--- src/rtl/hs32_isa_pkg.sv ---
// HS32 instruction-set definitions
// Field widths, the instruction word view, sub-field slice positions
// and the opcode map of the decoded instruction groups

`default_nettype none

package hs32_isa_pkg;

    // Field widths
    localparam int OPCODE_W  = 8;
    localparam int REG_IDX_W = 4;
    localparam int IMM_W     = 16;
    localparam int SHAMT_W   = 5;
    localparam int BANK_W    = 2;
    localparam int SHDIR_W   = 2;

    typedef logic [OPCODE_W-1:0]  opcode_t;
    typedef logic [REG_IDX_W-1:0] reg_idx_t;
    typedef logic [IMM_W-1:0]     imm_t;
    typedef logic [SHAMT_W-1:0]   shamt_t;
    typedef logic [BANK_W-1:0]    bank_t;

    // One instruction word. The low half is either an immediate or the
    // Rn/shift/direction/bank overlay, so it stays one field here.
    typedef struct packed {
        opcode_t  opcode;  // 31:24
        reg_idx_t rd;      // 23:20
        reg_idx_t rm;      // 19:16
        imm_t     low;     // 15:0
    } instr_t;

    // Sub-field positions inside instr_t.low
    localparam int RN_LSB    = 12;
    localparam int RN_MSB    = RN_LSB + REG_IDX_W - 1;
    localparam int SHIFT_LSB = 11;
    localparam int SHIFT_MSB = SHIFT_LSB + SHAMT_W - 1;
    localparam int SHDIR_LSB = 9;
    localparam int SHDIR_MSB = SHDIR_LSB + SHDIR_W - 1;
    localparam int BANK_LSB  = 7;
    localparam int BANK_MSB  = BANK_LSB + BANK_W - 1;

    // Loads
    localparam opcode_t OP_LDRI   = 8'h10;  // Rd <- [Rm + imm]
    localparam opcode_t OP_LDR    = 8'h14;  // Rd <- [Rm]
    localparam opcode_t OP_LDRA   = 8'h18;  // Rd <- [Rm + sh(Rn)]

    // Register moves
    localparam opcode_t OP_MOVN   = 8'h20;  // Rd <- sh(Rn)
    localparam opcode_t OP_MOV    = 8'h21;  // Rd <- Rm_b
    localparam opcode_t OP_MOVR   = 8'h22;  // Rd_b <- Rm
    localparam opcode_t OP_MOVI   = 8'h24;  // Rd <- imm

    // Stores
    localparam opcode_t OP_STRI   = 8'h30;  // [Rm + imm] <- Rd
    localparam opcode_t OP_STR    = 8'h34;  // [Rm] <- Rd
    localparam opcode_t OP_STRA   = 8'h38;  // [Rm + sh(Rn)] <- Rd

    // Arithmetic, shifted register operand
    localparam opcode_t OP_ADD    = 8'h40;
    localparam opcode_t OP_ADDC   = 8'h41;
    localparam opcode_t OP_SUB    = 8'h42;
    localparam opcode_t OP_RSUB   = 8'h43;  // sh(Rn) - Rm
    localparam opcode_t OP_SUBC   = 8'h4A;
    localparam opcode_t OP_RSUBC  = 8'h4B;

    // Arithmetic, immediate operand
    localparam opcode_t OP_ADDI   = 8'h60;
    localparam opcode_t OP_ADDIC  = 8'h61;
    localparam opcode_t OP_SUBI   = 8'h62;
    localparam opcode_t OP_RSUBI  = 8'h63;  // imm - Rm
    localparam opcode_t OP_SUBIC  = 8'h6A;
    localparam opcode_t OP_RSUBIC = 8'h6B;

    // Logic, register then immediate operand
    localparam opcode_t OP_AND    = 8'h80;
    localparam opcode_t OP_BIC    = 8'h81;
    localparam opcode_t OP_OR     = 8'h82;
    localparam opcode_t OP_XOR    = 8'h83;
    localparam opcode_t OP_ANDI   = 8'h90;
    localparam opcode_t OP_BICI   = 8'h91;
    localparam opcode_t OP_ORI    = 8'h92;
    localparam opcode_t OP_XORI   = 8'h93;

    // Compares and tests, flags only
    localparam opcode_t OP_CMP    = 8'hC0;
    localparam opcode_t OP_CMPI   = 8'hC1;
    localparam opcode_t OP_TST    = 8'hC2;
    localparam opcode_t OP_TSTI   = 8'hC3;

endpackage

`default_nettype wire

--- src/rtl/hs32_ctl_pkg.sv ---
// HS32 execute-side definitions
// ALU operation codes, write-back and operand-source modes, the control
// word and the decoded bundle handed from decode to execute

`default_nettype none

package hs32_ctl_pkg;

    typedef enum logic [3:0] {
        ALU_ADD = 4'h0,
        ALU_ADC = 4'h1,
        ALU_SUB = 4'h2,
        ALU_SBC = 4'h3,
        ALU_AND = 4'h4,
        ALU_NOT = 4'h5,  // Bit clear, Rm & ~op
        ALU_OR  = 4'h6,
        ALU_XOR = 4'h7,
        ALU_MOV = 4'h8
    } alu_op_t;

    typedef enum logic [1:0] {
        WB_NONE  = 2'b00,  // Flags only
        WB_REG   = 2'b01,
        WB_LOAD  = 2'b10,
        WB_STORE = 2'b11
    } wb_mode_t;

    // Where execute takes its operands from
    typedef enum logic [2:0] {
        SRC_NONE    = 3'd0,
        SRC_IMM     = 3'd1,  // imm alone
        SRC_RM_IMM  = 3'd2,  // Rm with imm
        SRC_RM_SHRN = 3'd3,  // Rm with sh(Rn)
        SRC_SHRN    = 3'd4,  // sh(Rn) alone
        SRC_ST_IMM  = 3'd5,  // Store address Rm + imm
        SRC_ST_SHRN = 3'd6   // Store address Rm + sh(Rn)
    } src_mode_t;

    typedef struct packed {
        wb_mode_t   wb_mode;
        logic       reverse;    // Swap operands for RSUB forms
        src_mode_t  src_mode;
        logic       set_flags;
        logic       bank_dst;   // Rd is in the selected bank
        logic [1:0] shift_dir;
        logic       banked;     // MOV through a register bank
    } ctl_t;

    typedef struct packed {
        alu_op_t                 aluop;
        hs32_isa_pkg::shamt_t   shift;
        hs32_isa_pkg::imm_t     imm;
        hs32_isa_pkg::reg_idx_t rd;
        hs32_isa_pkg::reg_idx_t rm;
        hs32_isa_pkg::reg_idx_t rn;
        hs32_isa_pkg::bank_t    bank;
        ctl_t                    ctl;
    } dec_t;

endpackage

`default_nettype wire

--- src/rtl/hs32_decode.sv ---
// HS32 decode stage
// Takes an instruction word from fetch when rdyd is high and presents
// the decoded bundle to execute one cycle later with reqd

`timescale 1ns/1ps
`default_nettype none

module hs32_decode (
    input  wire                       clk,
    input  wire                       reset,
    input  wire hs32_isa_pkg::instr_t instd,
    input  wire                       rdyd,
    output logic                      reqd,
    output hs32_ctl_pkg::dec_t        dec
);
    import hs32_ctl_pkg::*;

    alu_op_t aluop;
    ctl_t    ctl_base;  // shift_dir still zero here
    logic    imm_used;
    logic    legal;

    hs32_op_table i_op_table (
        .opcode   (instd.opcode),
        .aluop    (aluop),
        .ctl_base (ctl_base),
        .imm_used (imm_used),
        .legal    (legal)
    );

    hs32_decode_reg i_decode_reg (
        .clk      (clk),
        .reset    (reset),
        .rdyd     (rdyd),
        .instd    (instd),
        .aluop    (aluop),
        .ctl_base (ctl_base),
        .imm_used (imm_used),
        .legal    (legal),
        .reqd     (reqd),
        .dec      (dec)
    );

endmodule

`default_nettype wire

--- src/rtl/hs32_decode_reg.sv ---
// HS32 decode output register
// Slices the register fields from the word, merges the opcode table
// results and registers the bundle on each fetch-ready cycle.
// reqd follows rdyd by one cycle; the bundle holds while fetch stalls.

`timescale 1ns/1ps
`default_nettype none

module hs32_decode_reg (
    input  wire                        clk,
    input  wire                        reset,
    input  wire                        rdyd,
    input  wire hs32_isa_pkg::instr_t  instd,
    input  wire hs32_ctl_pkg::alu_op_t aluop,
    input  wire hs32_ctl_pkg::ctl_t    ctl_base,
    input  wire                        imm_used,
    input  wire                        legal,
    output logic                       reqd,
    output hs32_ctl_pkg::dec_t         dec
);
    import hs32_isa_pkg::*;
    import hs32_ctl_pkg::*;

    dec_t nxt;  // Bundle for the word at the input

    always_comb begin
        // Index fields pass through even for unknown opcodes
        nxt.rd    = instd.rd;
        nxt.rm    = instd.rm;
        nxt.rn    = instd.low[RN_MSB:RN_LSB];
        nxt.shift = instd.low[SHIFT_MSB:SHIFT_LSB];
        nxt.bank  = instd.low[BANK_MSB:BANK_LSB];
        nxt.imm   = (legal && imm_used) ? instd.low : '0;  // Zero unless an immediate form

        if (legal) begin
            nxt.aluop         = aluop;
            nxt.ctl           = ctl_base;
            nxt.ctl.shift_dir = instd.low[SHDIR_MSB:SHDIR_LSB];
        end else begin
            nxt.aluop = ALU_ADD;  // Safe bundle, nothing written
            nxt.ctl   = '0;
        end
    end

    always_ff @(posedge clk) begin
        if (reset) begin
            reqd <= 1'b0;
            dec  <= '0;
        end else begin
            reqd <= rdyd;  // One-cycle pulse per taken word
            if (rdyd) begin
                dec <= nxt;
            end
        end
    end

endmodule

`default_nettype wire

--- src/rtl/hs32_op_table.sv ---
// HS32 opcode table
// Maps an opcode byte to its ALU operation, control word and immediate
// use. Purely combinational; unknown opcodes report legal low.

`timescale 1ns/1ps
`default_nettype none

module hs32_op_table (
    input  wire hs32_isa_pkg::opcode_t opcode,
    output hs32_ctl_pkg::alu_op_t      aluop,
    output hs32_ctl_pkg::ctl_t         ctl_base,
    output logic                       imm_used,
    output logic                       legal
);
    import hs32_isa_pkg::*;
    import hs32_ctl_pkg::*;

    typedef struct packed {
        alu_op_t aluop;
        ctl_t    ctl;
        logic    imm_used;
    } entry_t;

    // Control word with shift direction left for the register stage
    function automatic ctl_t mk_ctl(
        input wb_mode_t  wb,
        input logic      rev,
        input src_mode_t src,
        input logic      flags,
        input logic      bdst,
        input logic      bnk
    );
        return '{wb_mode: wb, reverse: rev, src_mode: src, set_flags: flags,
                 bank_dst: bdst, shift_dir: 2'b00, banked: bnk};
    endfunction

    function automatic entry_t row(input alu_op_t op, input ctl_t c, input logic imm);
        return '{aluop: op, ctl: c, imm_used: imm};
    endfunction

    // Memory access, address always Rm based
    localparam ctl_t CTL_LD_IMM  = mk_ctl(WB_LOAD, 1'b0, SRC_RM_IMM, 1'b0, 1'b0, 1'b0);
    localparam ctl_t CTL_LD_SH   = mk_ctl(WB_LOAD, 1'b0, SRC_RM_SHRN, 1'b0, 1'b0, 1'b0);
    localparam ctl_t CTL_ST_IMM  = mk_ctl(WB_STORE, 1'b0, SRC_ST_IMM, 1'b0, 1'b0, 1'b0);
    localparam ctl_t CTL_ST_SH   = mk_ctl(WB_STORE, 1'b0, SRC_ST_SHRN, 1'b0, 1'b0, 1'b0);

    // Moves never touch flags
    localparam ctl_t CTL_MOV_IMM = mk_ctl(WB_REG, 1'b0, SRC_IMM, 1'b0, 1'b0, 1'b0);
    localparam ctl_t CTL_MOV_SH  = mk_ctl(WB_REG, 1'b0, SRC_SHRN, 1'b0, 1'b0, 1'b0);
    localparam ctl_t CTL_MOV_BRM = mk_ctl(WB_REG, 1'b0, SRC_RM_IMM, 1'b0, 1'b0, 1'b1);
    localparam ctl_t CTL_MOV_BRD = mk_ctl(WB_REG, 1'b0, SRC_RM_IMM, 1'b0, 1'b1, 1'b1);

    // Data processing writes Rd and sets flags
    localparam ctl_t CTL_ALU_REG = mk_ctl(WB_REG, 1'b0, SRC_RM_SHRN, 1'b1, 1'b0, 1'b0);
    localparam ctl_t CTL_ALU_IMM = mk_ctl(WB_REG, 1'b0, SRC_RM_IMM, 1'b1, 1'b0, 1'b0);
    localparam ctl_t CTL_RSB_REG = mk_ctl(WB_REG, 1'b1, SRC_RM_SHRN, 1'b1, 1'b0, 1'b0);
    localparam ctl_t CTL_RSB_IMM = mk_ctl(WB_REG, 1'b1, SRC_RM_IMM, 1'b1, 1'b0, 1'b0);
    localparam ctl_t CTL_CMP_REG = mk_ctl(WB_NONE, 1'b0, SRC_RM_SHRN, 1'b1, 1'b0, 1'b0);
    localparam ctl_t CTL_CMP_IMM = mk_ctl(WB_NONE, 1'b0, SRC_RM_IMM, 1'b1, 1'b0, 1'b0);

    entry_t ent;

    always_comb begin
        legal = 1'b1;
        case (opcode)
            OP_LDRI:   ent = row(ALU_ADD, CTL_LD_IMM, 1'b1);
            OP_LDR:    ent = row(ALU_ADD, CTL_LD_IMM, 1'b0);  // Offset forced to zero
            OP_LDRA:   ent = row(ALU_ADD, CTL_LD_SH, 1'b0);
            OP_STRI:   ent = row(ALU_ADD, CTL_ST_IMM, 1'b1);
            OP_STR:    ent = row(ALU_ADD, CTL_ST_IMM, 1'b0);
            OP_STRA:   ent = row(ALU_ADD, CTL_ST_SH, 1'b0);

            OP_MOVI:   ent = row(ALU_MOV, CTL_MOV_IMM, 1'b1);
            OP_MOVN:   ent = row(ALU_MOV, CTL_MOV_SH, 1'b0);
            OP_MOV:    ent = row(ALU_MOV, CTL_MOV_BRM, 1'b0);  // Read banked Rm
            OP_MOVR:   ent = row(ALU_MOV, CTL_MOV_BRD, 1'b0);  // Write banked Rd

            OP_ADD:    ent = row(ALU_ADD, CTL_ALU_REG, 1'b0);
            OP_ADDC:   ent = row(ALU_ADC, CTL_ALU_REG, 1'b0);
            OP_SUB:    ent = row(ALU_SUB, CTL_ALU_REG, 1'b0);
            OP_RSUB:   ent = row(ALU_SUB, CTL_RSB_REG, 1'b0);
            OP_SUBC:   ent = row(ALU_SBC, CTL_ALU_REG, 1'b0);
            OP_RSUBC:  ent = row(ALU_SBC, CTL_RSB_REG, 1'b0);

            OP_ADDI:   ent = row(ALU_ADD, CTL_ALU_IMM, 1'b1);
            OP_ADDIC:  ent = row(ALU_ADC, CTL_ALU_IMM, 1'b1);
            OP_SUBI:   ent = row(ALU_SUB, CTL_ALU_IMM, 1'b1);
            OP_RSUBI:  ent = row(ALU_SUB, CTL_RSB_IMM, 1'b1);
            OP_SUBIC:  ent = row(ALU_SBC, CTL_ALU_IMM, 1'b1);
            OP_RSUBIC: ent = row(ALU_SBC, CTL_RSB_IMM, 1'b1);

            OP_AND:    ent = row(ALU_AND, CTL_ALU_REG, 1'b0);
            OP_BIC:    ent = row(ALU_NOT, CTL_ALU_REG, 1'b0);
            OP_OR:     ent = row(ALU_OR, CTL_ALU_REG, 1'b0);
            OP_XOR:    ent = row(ALU_XOR, CTL_ALU_REG, 1'b0);
            OP_ANDI:   ent = row(ALU_AND, CTL_ALU_IMM, 1'b1);
            OP_BICI:   ent = row(ALU_NOT, CTL_ALU_IMM, 1'b1);
            OP_ORI:    ent = row(ALU_OR, CTL_ALU_IMM, 1'b1);
            OP_XORI:   ent = row(ALU_XOR, CTL_ALU_IMM, 1'b1);

            OP_CMP:    ent = row(ALU_SUB, CTL_CMP_REG, 1'b0);
            OP_CMPI:   ent = row(ALU_SUB, CTL_CMP_IMM, 1'b1);
            OP_TST:    ent = row(ALU_AND, CTL_CMP_REG, 1'b0);
            OP_TSTI:   ent = row(ALU_AND, CTL_CMP_IMM, 1'b1);

            default: begin
                ent   = row(ALU_ADD, '0, 1'b0);  // No write-back, no flags
                legal = 1'b0;
            end
        endcase
    end

    assign aluop    = ent.aluop;
    assign ctl_base = ent.ctl;
    assign imm_used = ent.imm_used;

endmodule

`default_nettype wire

--- config.mk ---
export PLATFORM = sky130hd
export DESIGN_NAME = hs32_decode
export DESIGN_NICKNAME = d
export VERILOG_FILES = /design/src/rtl/hs32_isa_pkg.sv /design/src/rtl/hs32_ctl_pkg.sv /design/src/rtl/hs32_decode.sv /design/src/rtl/hs32_decode_reg.sv /design/src/rtl/hs32_op_table.sv
export SDC_FILE = /design/constraint.sdc
export NUM_CORES = 1
export LEC_CHECK = 0
export ABC_AREA = 1
export BUFFER_PORTS_ARGS = -buffer_cell sky130_fd_sc_hd__clkbuf_2
export CAP_MARGIN = 20
export CORE_MARGIN = 5
export CORE_UTILIZATION = 45
export CTS_CLUSTER_DIAMETER = 120
export DETAILED_ROUTE_END_ITERATION = 8
export PLACE_DENSITY = 0.83
export SETUP_SLACK_MARGIN = 0.02
export SYNTH_ARGS = -nofsm -noshare
export SYNTH_HDL_FRONTEND = slang
export SYNTH_HIERARCHICAL = 1
export SYNTH_SLANG_ARGS = --single-unit
--- constraint.sdc ---
create_clock -name clk -period 4 [get_ports clk]
set_clock_uncertainty 0.2 [all_clocks]
set_input_delay 0.2 -clock clk [delete_from_list [all_inputs] [get_ports clk]]
set_output_delay 0.2 -clock clk [all_outputs]
set_load 0.01 [all_outputs]
After elaboration in Yosys (flattened, before gate mapping) --
Index checks and enable logic that the tools add are counted.
Word-level totals: flip-flop bits (word level) 51, bits in latches 0, memory bits (writable) 0, ROM bits 0, bits of input ports 35, output and inout port bits 51, word-level logic and storage cells 56, memories kept 0
Operators by class: add/sub/neg operators 0, $mul 0, divide/modulo/power cells 0, magnitude comparators 0, equal/unequal tests 34, shifts and indexed selects 0, mux-type cells 5, bitwise gates (word level) 0, reductions and logical operators 2
Operators with widths (number):
- $pmux W16 S34 | 1
- $eq A8 B7 Y1 const B | 12
- $eq A8 B8 Y1 const B | 12
- $eq A8 B6 Y1 const B | 7
- $reduce_or A34 Y1 | 1
- $eq A8 B5 Y1 const B | 3
- $mux W16 | 1
- $mux W11 | 1
- $mux W4 | 1
- $logic_and A1 B1 Y1 | 1
- $mux W1 | 1

Depth between registers and ports, before layout --
Gate-level depths: netlist of run 1.
word-level depth 5, gate-level depth with buffers 12, mapped depth without buffers 11

Modules after synthesis --
The synthesis of run 1 kept the hierarchy.
By module, submodules not included:
- hs32_decode_reg | times used 1, cells each 223, area each 1846.8 µm², sequential area each 940.9 µm²
- hs32_op_table | times used 1, cells each 113, area each 531.8 µm², sequential area each 0.0 µm²

Worst setup path before layout of run 1 --
No wires, ideal clock.
path kind input to register, start point input instd[29] in the netlist's numbering, end point register i_decode_reg/dec[10] (netlist name), setup time 0.132 ns, data arrival time 1.329 ns, data required time 3.668 ns, slack 2.339 ns, cell stages on the path 12, buffers on the path 2, cell sequence buf_4 -> nand2_4 -> inv_1 -> nand3_2 -> o21ai_0 -> nor2_1 -> nand3_1 -> nand2_2 -> clkinv_2 -> buf_12 -> nand2_4 -> a21oi_2
On the way: longest elaborated chain between the ends 4, elaborated cells on any way between the ends 38, classes of those cells eq/ne (34); mux (3); reduce/logical (1)
RTL lines:
- start, declared | RTL line hs32_decode.sv:11 | input wire hs32_isa_pkg::instr_t instd,
- $eq A8 B5 Y1 (tied with other cells) | RTL line hs32_op_table.sv:65 | case (opcode)
- $reduce_or A34 Y1 (no line) (*)
- $mux W1 (*) | RTL line hs32_op_table.sv:65
- named net legal | RTL line hs32_decode.sv:21 | logic legal;
- $mux W11 (*) | RTL line hs32_decode_reg.sv:35 | if (legal) begin
Mark *: on every way through the listed nets, which the timed path passes. The rest lies on a longest branch. A chain may end at the register's enable or synchronous reset.

Final worst setup path of run 1 --
start point input instd[27] in the netlist's numbering, end point register i_decode_reg/dec[7] (netlist name)
On the way: longest elaborated chain between the ends 4, elaborated cells on any way between the ends 38, classes of those cells eq/ne (34); mux (3); reduce/logical (1)
RTL lines (RTL line):
- $eq A8 B5 Y1 (tied with other cells) | hs32_op_table.sv:65
- $reduce_or A34 Y1 (no line) (*)
- $mux W1 (*) | hs32_op_table.sv:65
- named net legal | hs32_decode.sv:21
- $mux W11 (*) | hs32_decode_reg.sv:35
Marked as above.

==> impl_summary.txt, run 1 <==
----------------------------------------------------
[Setup path]
  Critical-path cell with the highest stage delay ... clkinv_2
  Signal arrival time at the worst endpoint ... 1830 ps
  CP Class ... input port to flop
  Cell-by-cell listing of the critical path ... clkbuf_2 > inv_2 > nand2_2 > nand2_1 > nand3_1 > nand2_1 > nor2_1 > nand3_1 > nand2_2 > clkinv_2 > nand2_1 > a21oi_1
  Depth of the worst register-to-register path ... 4
  Launch point of the critical path ... instd[27]
  Max Fanout on Critical Path ... 15
  Most common cell on crit path ... nand2_1
  Nature of the critical path endpoint ... flop
  Reg2Reg Launch Point ... i_decode_reg/dec[37]$_SDFFE_PP0P_
  Category of the worst setup path launch point ... input port
  Largest stage delay on the critical path ... between 300 and 400 ps
  Worst EP required ... between 3000 and 4000 ps

[Power]
  Pwr Density ... between 300 and 400 nW/µm²
  Leak Pwr ... 1.61 nW
  Final Power ... between 0.0009 and 0.001 W
  Maximum vdd drop ... ~0.19 mV

[Timing]
  Final Hold Vio Count ... 0
  Setup violation total in the final timing report ... 0
  Max-slew headroom ... 0.495
  RSZ-0062 raised after global routing ... no
  Setup tns final ... 0 ps
  Transition time at the pin with the least slew margin ... 758 ps
  Maximum clock rate ... around 530 MHz
  Final critical-path share of the clock period ... 0.471
  Final worst path period need ... between 1500 and 2000 ps
  Final number of max-transition violations ... 0

[Synth]
  Total nets after synthesis ... approximately 370
  Post-Synthesis Cell Area ... 2360 µm²
  Mean instance size in the synthesized netlist ... a little over 7 µm²
  YS warnings ... 6
  Post-Syn Instances ... between 300 and 400

[Drt]
  Post-detailed-route DRC marker count ... 0
  Detailed router's first-iteration violation count ... about 120
  Wire length per cell after detailed routing ... around 13 µm
  Antenna-violating nets left ... 0
  First-pass iteration count of the detailed router ... 4
  Vias/cell ... around 4.9
  Via total after detailed routing ... between 2000 and 2500
  Wire length reported by the detailed router ... approximately 6600 µm

[Clock tree]
  Clock buffer count from CTS ... 5
  Post-CTS setup buffer count ... 0
  Master cell of the clock root buffer ... clkbuf_8
  Cts-stage hold buffer count ... 24
  Insertion delay to the later sink of the worst-skew pair ... 290 ps
  Resized cells post-CTS ... 0
  TritonCTS clock tree ... built
  CTS clock-pin slew for the worst setup and hold paths ... 80 ps
  Number of levels the H-tree was split into ... 2
  Maximum buffer depth of the clock tree ... 2
  TritonCTS Sinks ... 47

[Placed design]
  Half-perimeter wire length after detailed placement ... between 4000 and 5000 µm
  Gpl congestion ... around 0.91
  Number of I/O port buffers ... 85
  Placed standard-cell area ... around 2700 µm²

[Run status]
  Status ... finished clean

[Layout]
  Growth of design area from synthesis to finish ... 31.5%
  Fraction of final layout cells with drive strength greater than 1 ... 0.307
  Area occupied by multi-input gates ... ~1200 µm²
  Design area ... 3100 µm²
  Sequential standard cell area ... between 900 and 1000 µm²
  Fill cell instance count of the final layout ... 457
  Antenna diodes ... 0
  Final layout net count ... roughly 470

[Floorplan]
  Boundary Pins ... 86
  Std-Cell Rows ... 26
  Die width ... 82.4 µm
  Height of the die ... between 80 and 90 µm
  Total Die Area ... around 6800 µm²
  Initial cell density of the core ... 0.462
  Core ar. ... 5110 µm²

[Worst hold path]
  Number of cells on the worst hold path ... 5
  Hold Path Origin ... instd[28]
  Kind of path behind the tightest hold check ... input port to flop

[GRT]
  Antenna violations before repair ... 0
  Vias in the first global route ... ~2200
  Remaining Overflow, GRT ... 0
  Largest net degree at the start of global routing ... 40
  Global-route wire length before repair ... slightly above 10000 µm
  Global-route usage over all layers ... 0.199

[Run]
  Maxcap violations ... 0

----------------------------------------------------
==> critical path, delay by kind of cell <==
family | cells | cell delay, ps
AOI/OAI and AO/OA | 1 | 70
buffers and inverters | 3 | 570
and+or+nand+nor | 8 | 1000
==> report_power, final <==
group	switching [W]	internal (W)	leakage (nW)
clock	0.000155	0.000205	0.0618
combinational	0.0000826	0.0000527	1.17
sequential	0.00000621	0.000479	0.382
==> flip-flops by register name (all words and copies together), names as in the netlist <==
signal,cells
i_decode_reg/dec,46
i_decode_reg/reqd,1
==> through the flow <==
step                      cells   util  hold slack (ps)  setup WS (ps)
after CTS                   503  0.608              129           2130
after floorplan             333      -             69.1           2340
after detailed placement    471  0.537              228           1810
after global routing        503  0.608              173           1900
final                       503  0.608              152           2120
after global placement      471  0.537              221           1870
==> cell usage in the layout (no fill, tap or decap), drive strengths merged <==
| master | instances |
|---|---|
| clkbuf | 91 |
| nand2 | 91 |
| nor2 | 73 |
| dfxtp | 47 |
| inv | 29 |
| a21oi | 27 |
| nand3 | 26 |
| dlygate4sd3 | 24 |
| o21ai | 12 |
| nand4 | 2 |
| nor3 | 2 |
| clkinv | 2 |
| bufinv | 1 |
| o21a | 1 |
| o211ai | 1 |
| o32ai | 1 |
| nand3b | 1 |
| o221ai | 1 |
| o21bai | 1 |
==> layout make-up <==
type                            instances  area share
Tap cell                               70      0.0282
Sequential cell                        47       0.303
Clock buffer                            6      0.0266
Timing Repair Buffer                  109       0.215
Multi-Input combinational cell        239       0.378
Inverter                               30      0.0367
Clock inverter                          2      0.0125
==> per-layer routing <==
layer  global-route usage  vias to the layer above  share of wire
li1                     -                     1249              -
met5                    0                        -              0
met2                0.352                       91           0.50
met1                0.228                     1104           0.41
met3               0.0510                       12          0.077
met4               0.0731                        0          0.022
==> final timing paths <==
kind         slack [ps]                           endpoint
min                 150  i_decode_reg/dec[10]$_SDFFE_PP0P_
max                2120   i_decode_reg/dec[7]$_SDFFE_PP0P_
min reg2reg         270  i_decode_reg/dec[41]$_SDFFE_PP0P_
max reg2reg        3100  i_decode_reg/dec[37]$_SDFFE_PP0P_
(Power assumes the default switching activity.)
==> run 2: changes to the inputs <==
Settings changed: PLACE_DENSITY 0.83 to 0.85.
Clock period 4 ns to 1.7 ns, I/O delays scaled along.
==> impl_summary.txt, run 2 (same netlist as run 1, synthesis figures left out) <==
----------------------------------------------------
[Placed design]
  Half-perimeter wire length after detailed placement ... roughly 5000 µm
  Post-placement worst setup slack ... -123 ps
  Placed standard-cell area ... approximately 3000 µm²
  Number of I/O port buffers ... 85
  Gpl congestion ... 0.875

[Drt]
  Via total after detailed routing ... 2584
  Wire length per cell after detailed routing ... between 10 and 15 µm
  Vias/cell ... 4.77
  Wire length reported by the detailed router ... ~7300 µm
  First-pass iteration count of the detailed router ... 4
  Post-detailed-route DRC marker count ... 0
  Antenna-violating nets left ... 0
  Detailed router's first-iteration violation count ... 189

[GRT]
  Global-route wire length before repair ... between 10000 and 15000 µm
  Global-route usage over all layers ... 0.218
  Remaining Overflow, GRT ... 0
  Antenna violations before repair ... 0
  Vias in the first global route ... between 2000 and 3000
  Largest net degree at the start of global routing ... 26

[Clock tree]
  Maximum buffer depth of the clock tree ... 2
  CTS clock-pin slew for the worst setup and hold paths ... 80 ps
  TritonCTS clock tree ... built
  Post-CTS setup buffer count ... 0
  Clock buffer count from CTS ... 5
  TritonCTS Sinks ... 47
  Insertion delay to the later sink of the worst-skew pair ... around 290 ps
  Master cell of the clock root buffer ... clkbuf_8
  Number of levels the H-tree was split into ... 2

[Setup path]
  Category of the worst setup path launch point ... input port
  Nature of the critical path endpoint ... flop
  Most common cell on crit path ... nand2_1
  Depth of the worst register-to-register path ... 3
  Largest stage delay on the critical path ... about 180 ps
  Cell-by-cell listing of the critical path ... clkbuf_2 > buf_4 > nand2_1 > nand2_1 > nand3_1 > nand2_1 > nor2_2 > nand3_2 > nand2_2 > clkinvlp_4 > nand3_1 > nand2_1
  Max Fanout on Critical Path ... 7
  Signal arrival time at the worst endpoint ... ~1500 ps
  Critical-path cell with the highest stage delay ... clkinvlp_4
  Worst-case register-to-register setup slack ... 300 ps
  Reg2Reg Launch Point ... i_decode_reg/dec[43]$_SDFFE_PP0P_
  Critical register-to-register path endpoint ... i_decode_reg/dec[43]$_SDFFE_PP0P_
  Worst EP required ... 1680 ps
  CP Class ... input port to flop

[Floorplan]
  Boundary Pins ... 86
  Std-Cell Rows ... 26
  Initial cell density of the core ... 0.462
  Total Die Area ... 6790 µm²
  Core ar. ... ~5100 µm²
  Height of the die ... approximately 82 µm
  Die width ... about 80 µm

[Timing]
  Transition time at the pin with the least slew margin ... 319 ps
  Final critical-path share of the clock period ... 0.901
  Setup violation total in the final timing report ... 0
  Min setup slack post-route ... ~170 ps
  Maximum clock rate ... between 600 and 700 MHz
  Max-slew headroom ... 0.788
  Final Hold Vio Count ... 0
  Worst hold slack ... around 100 ps
  Final worst path period need ... ~1500 ps
  Final number of max-transition violations ... 0
  RSZ-0062 raised after global routing ... no

[Layout]
  Growth of design area from synthesis to finish ... 45.4%
  Biggest register ... i_decode_reg/dec
  Largest registers ranked by flip-flop count ... i_decode_reg/dec (46), i_decode_reg/reqd (1)
  Max FFs per register ... 46
  Antenna diodes ... 0
  Final layout net count ... 507
  Design area ... ~3400 µm²
  Leading cell types in the layout, fill and taps excluded ... 85 x clkbuf_2, 77 x nand2_1, 65 x nor2_1
  Most common cell after layout, fill and taps aside ... clkbuf_2
  Final Util ... 0.672
  Fill cell instance count of the final layout ... 416
  Fraction of final layout cells with drive strength greater than 1 ... 0.356

[Run]
  Maxcap violations ... 0

[Power]
  Maximum vdd drop ... roughly 0.28 mV
  Final Power ... ~0.0022 W
  Leak Pwr ... about 1.8 nW
  Pwr Density ... 634 nW/µm²

[Run status]
  Status ... finished clean

[Worst hold path]
  Hold Path Origin ... rdyd
  Kind of path behind the tightest hold check ... input port to flop
  Number of cells on the worst hold path ... 4
  Hold path endpoint ... i_decode_reg/dec[3]$_SDFFE_PP0P_

----------------------------------------------------
==> run 2: worst max path at each step <==
stage | from | endpoint | slack, ps | cells after the start
final | instd[25] | i_decode_reg/dec[28]$_SDFFE_PP0P_ | 170 | 12
after global routing | instd[26] | i_decode_reg/dec[28]$_SDFFE_PP0P_ | 50 | 12
after CTS | instd[25] | i_decode_reg/dec[25]$_SDFFE_PP0P_ | 190 | 12
after detailed placement | instd[25] | i_decode_reg/dec[25]$_SDFFE_PP0P_ | -120 | 12
after global placement | instd[25] | i_decode_reg/dec[27]$_SDFFE_PP0P_ | -60 | 12
after floorplan | instd[29] | i_decode_reg/dec[10]$_SDFFE_PP0P_ | 150 | 12
==> run 2: final cells by class <==
type                       count  area (µm²)  area share
clock buffer                   5        68.8      0.0201
clock inverter                 2        13.8     0.00401
inverter                      30         118      0.0343
multi-input combinational    239        1180       0.344
sequential                    47         941       0.274
tap                           70        87.6      0.0255
timing repair buffer         149        1020       0.298
==> run 2: power breakdown <==
group	leakage (nW)	switching, W	internal (W)
logic	1.38	0.000211	0.000180
registers	0.382	0.0000146	0.00113
clock network	0.0440	0.000363	0.000282
total	1.80	0.000589	0.00159
==> run 2: metal layers <==
| metal | GRT usage | vias to the layer above | routed length, µm |
|---|---|---|---|
| met5 | 0 | - | 0 |
| met4 | 0.108 | 0 | 193 |
| met1 | 0.248 | 1158 | 2930 |
| li1 | - | 1321 | - |
| met2 | 0.389 | 89 | 3740 |
| met3 | 0.0358 | 16 | 388 |
==> run 2: worst max-delay path, delay by kind of cell <==
family | cells | cell delay, ps
and+or+nand+nor | 9 | 990
buffers and inverters | 3 | 420
==> run 2: what timing repair did <==
action                                  in CTS  in global routing
resized for setup                            0                  4
endpoints found under the setup margin       0                  7
hold buffers                                31                  0
endpoints found under the hold margin       34                  0
==> run 2: through the flow <==
stage,instances,setup TNS [ps]
finish,542,0
global route,542,0
CTS,542,0
detailed placement,504,-2300
global placement,504,-1090
floorplan,333,0
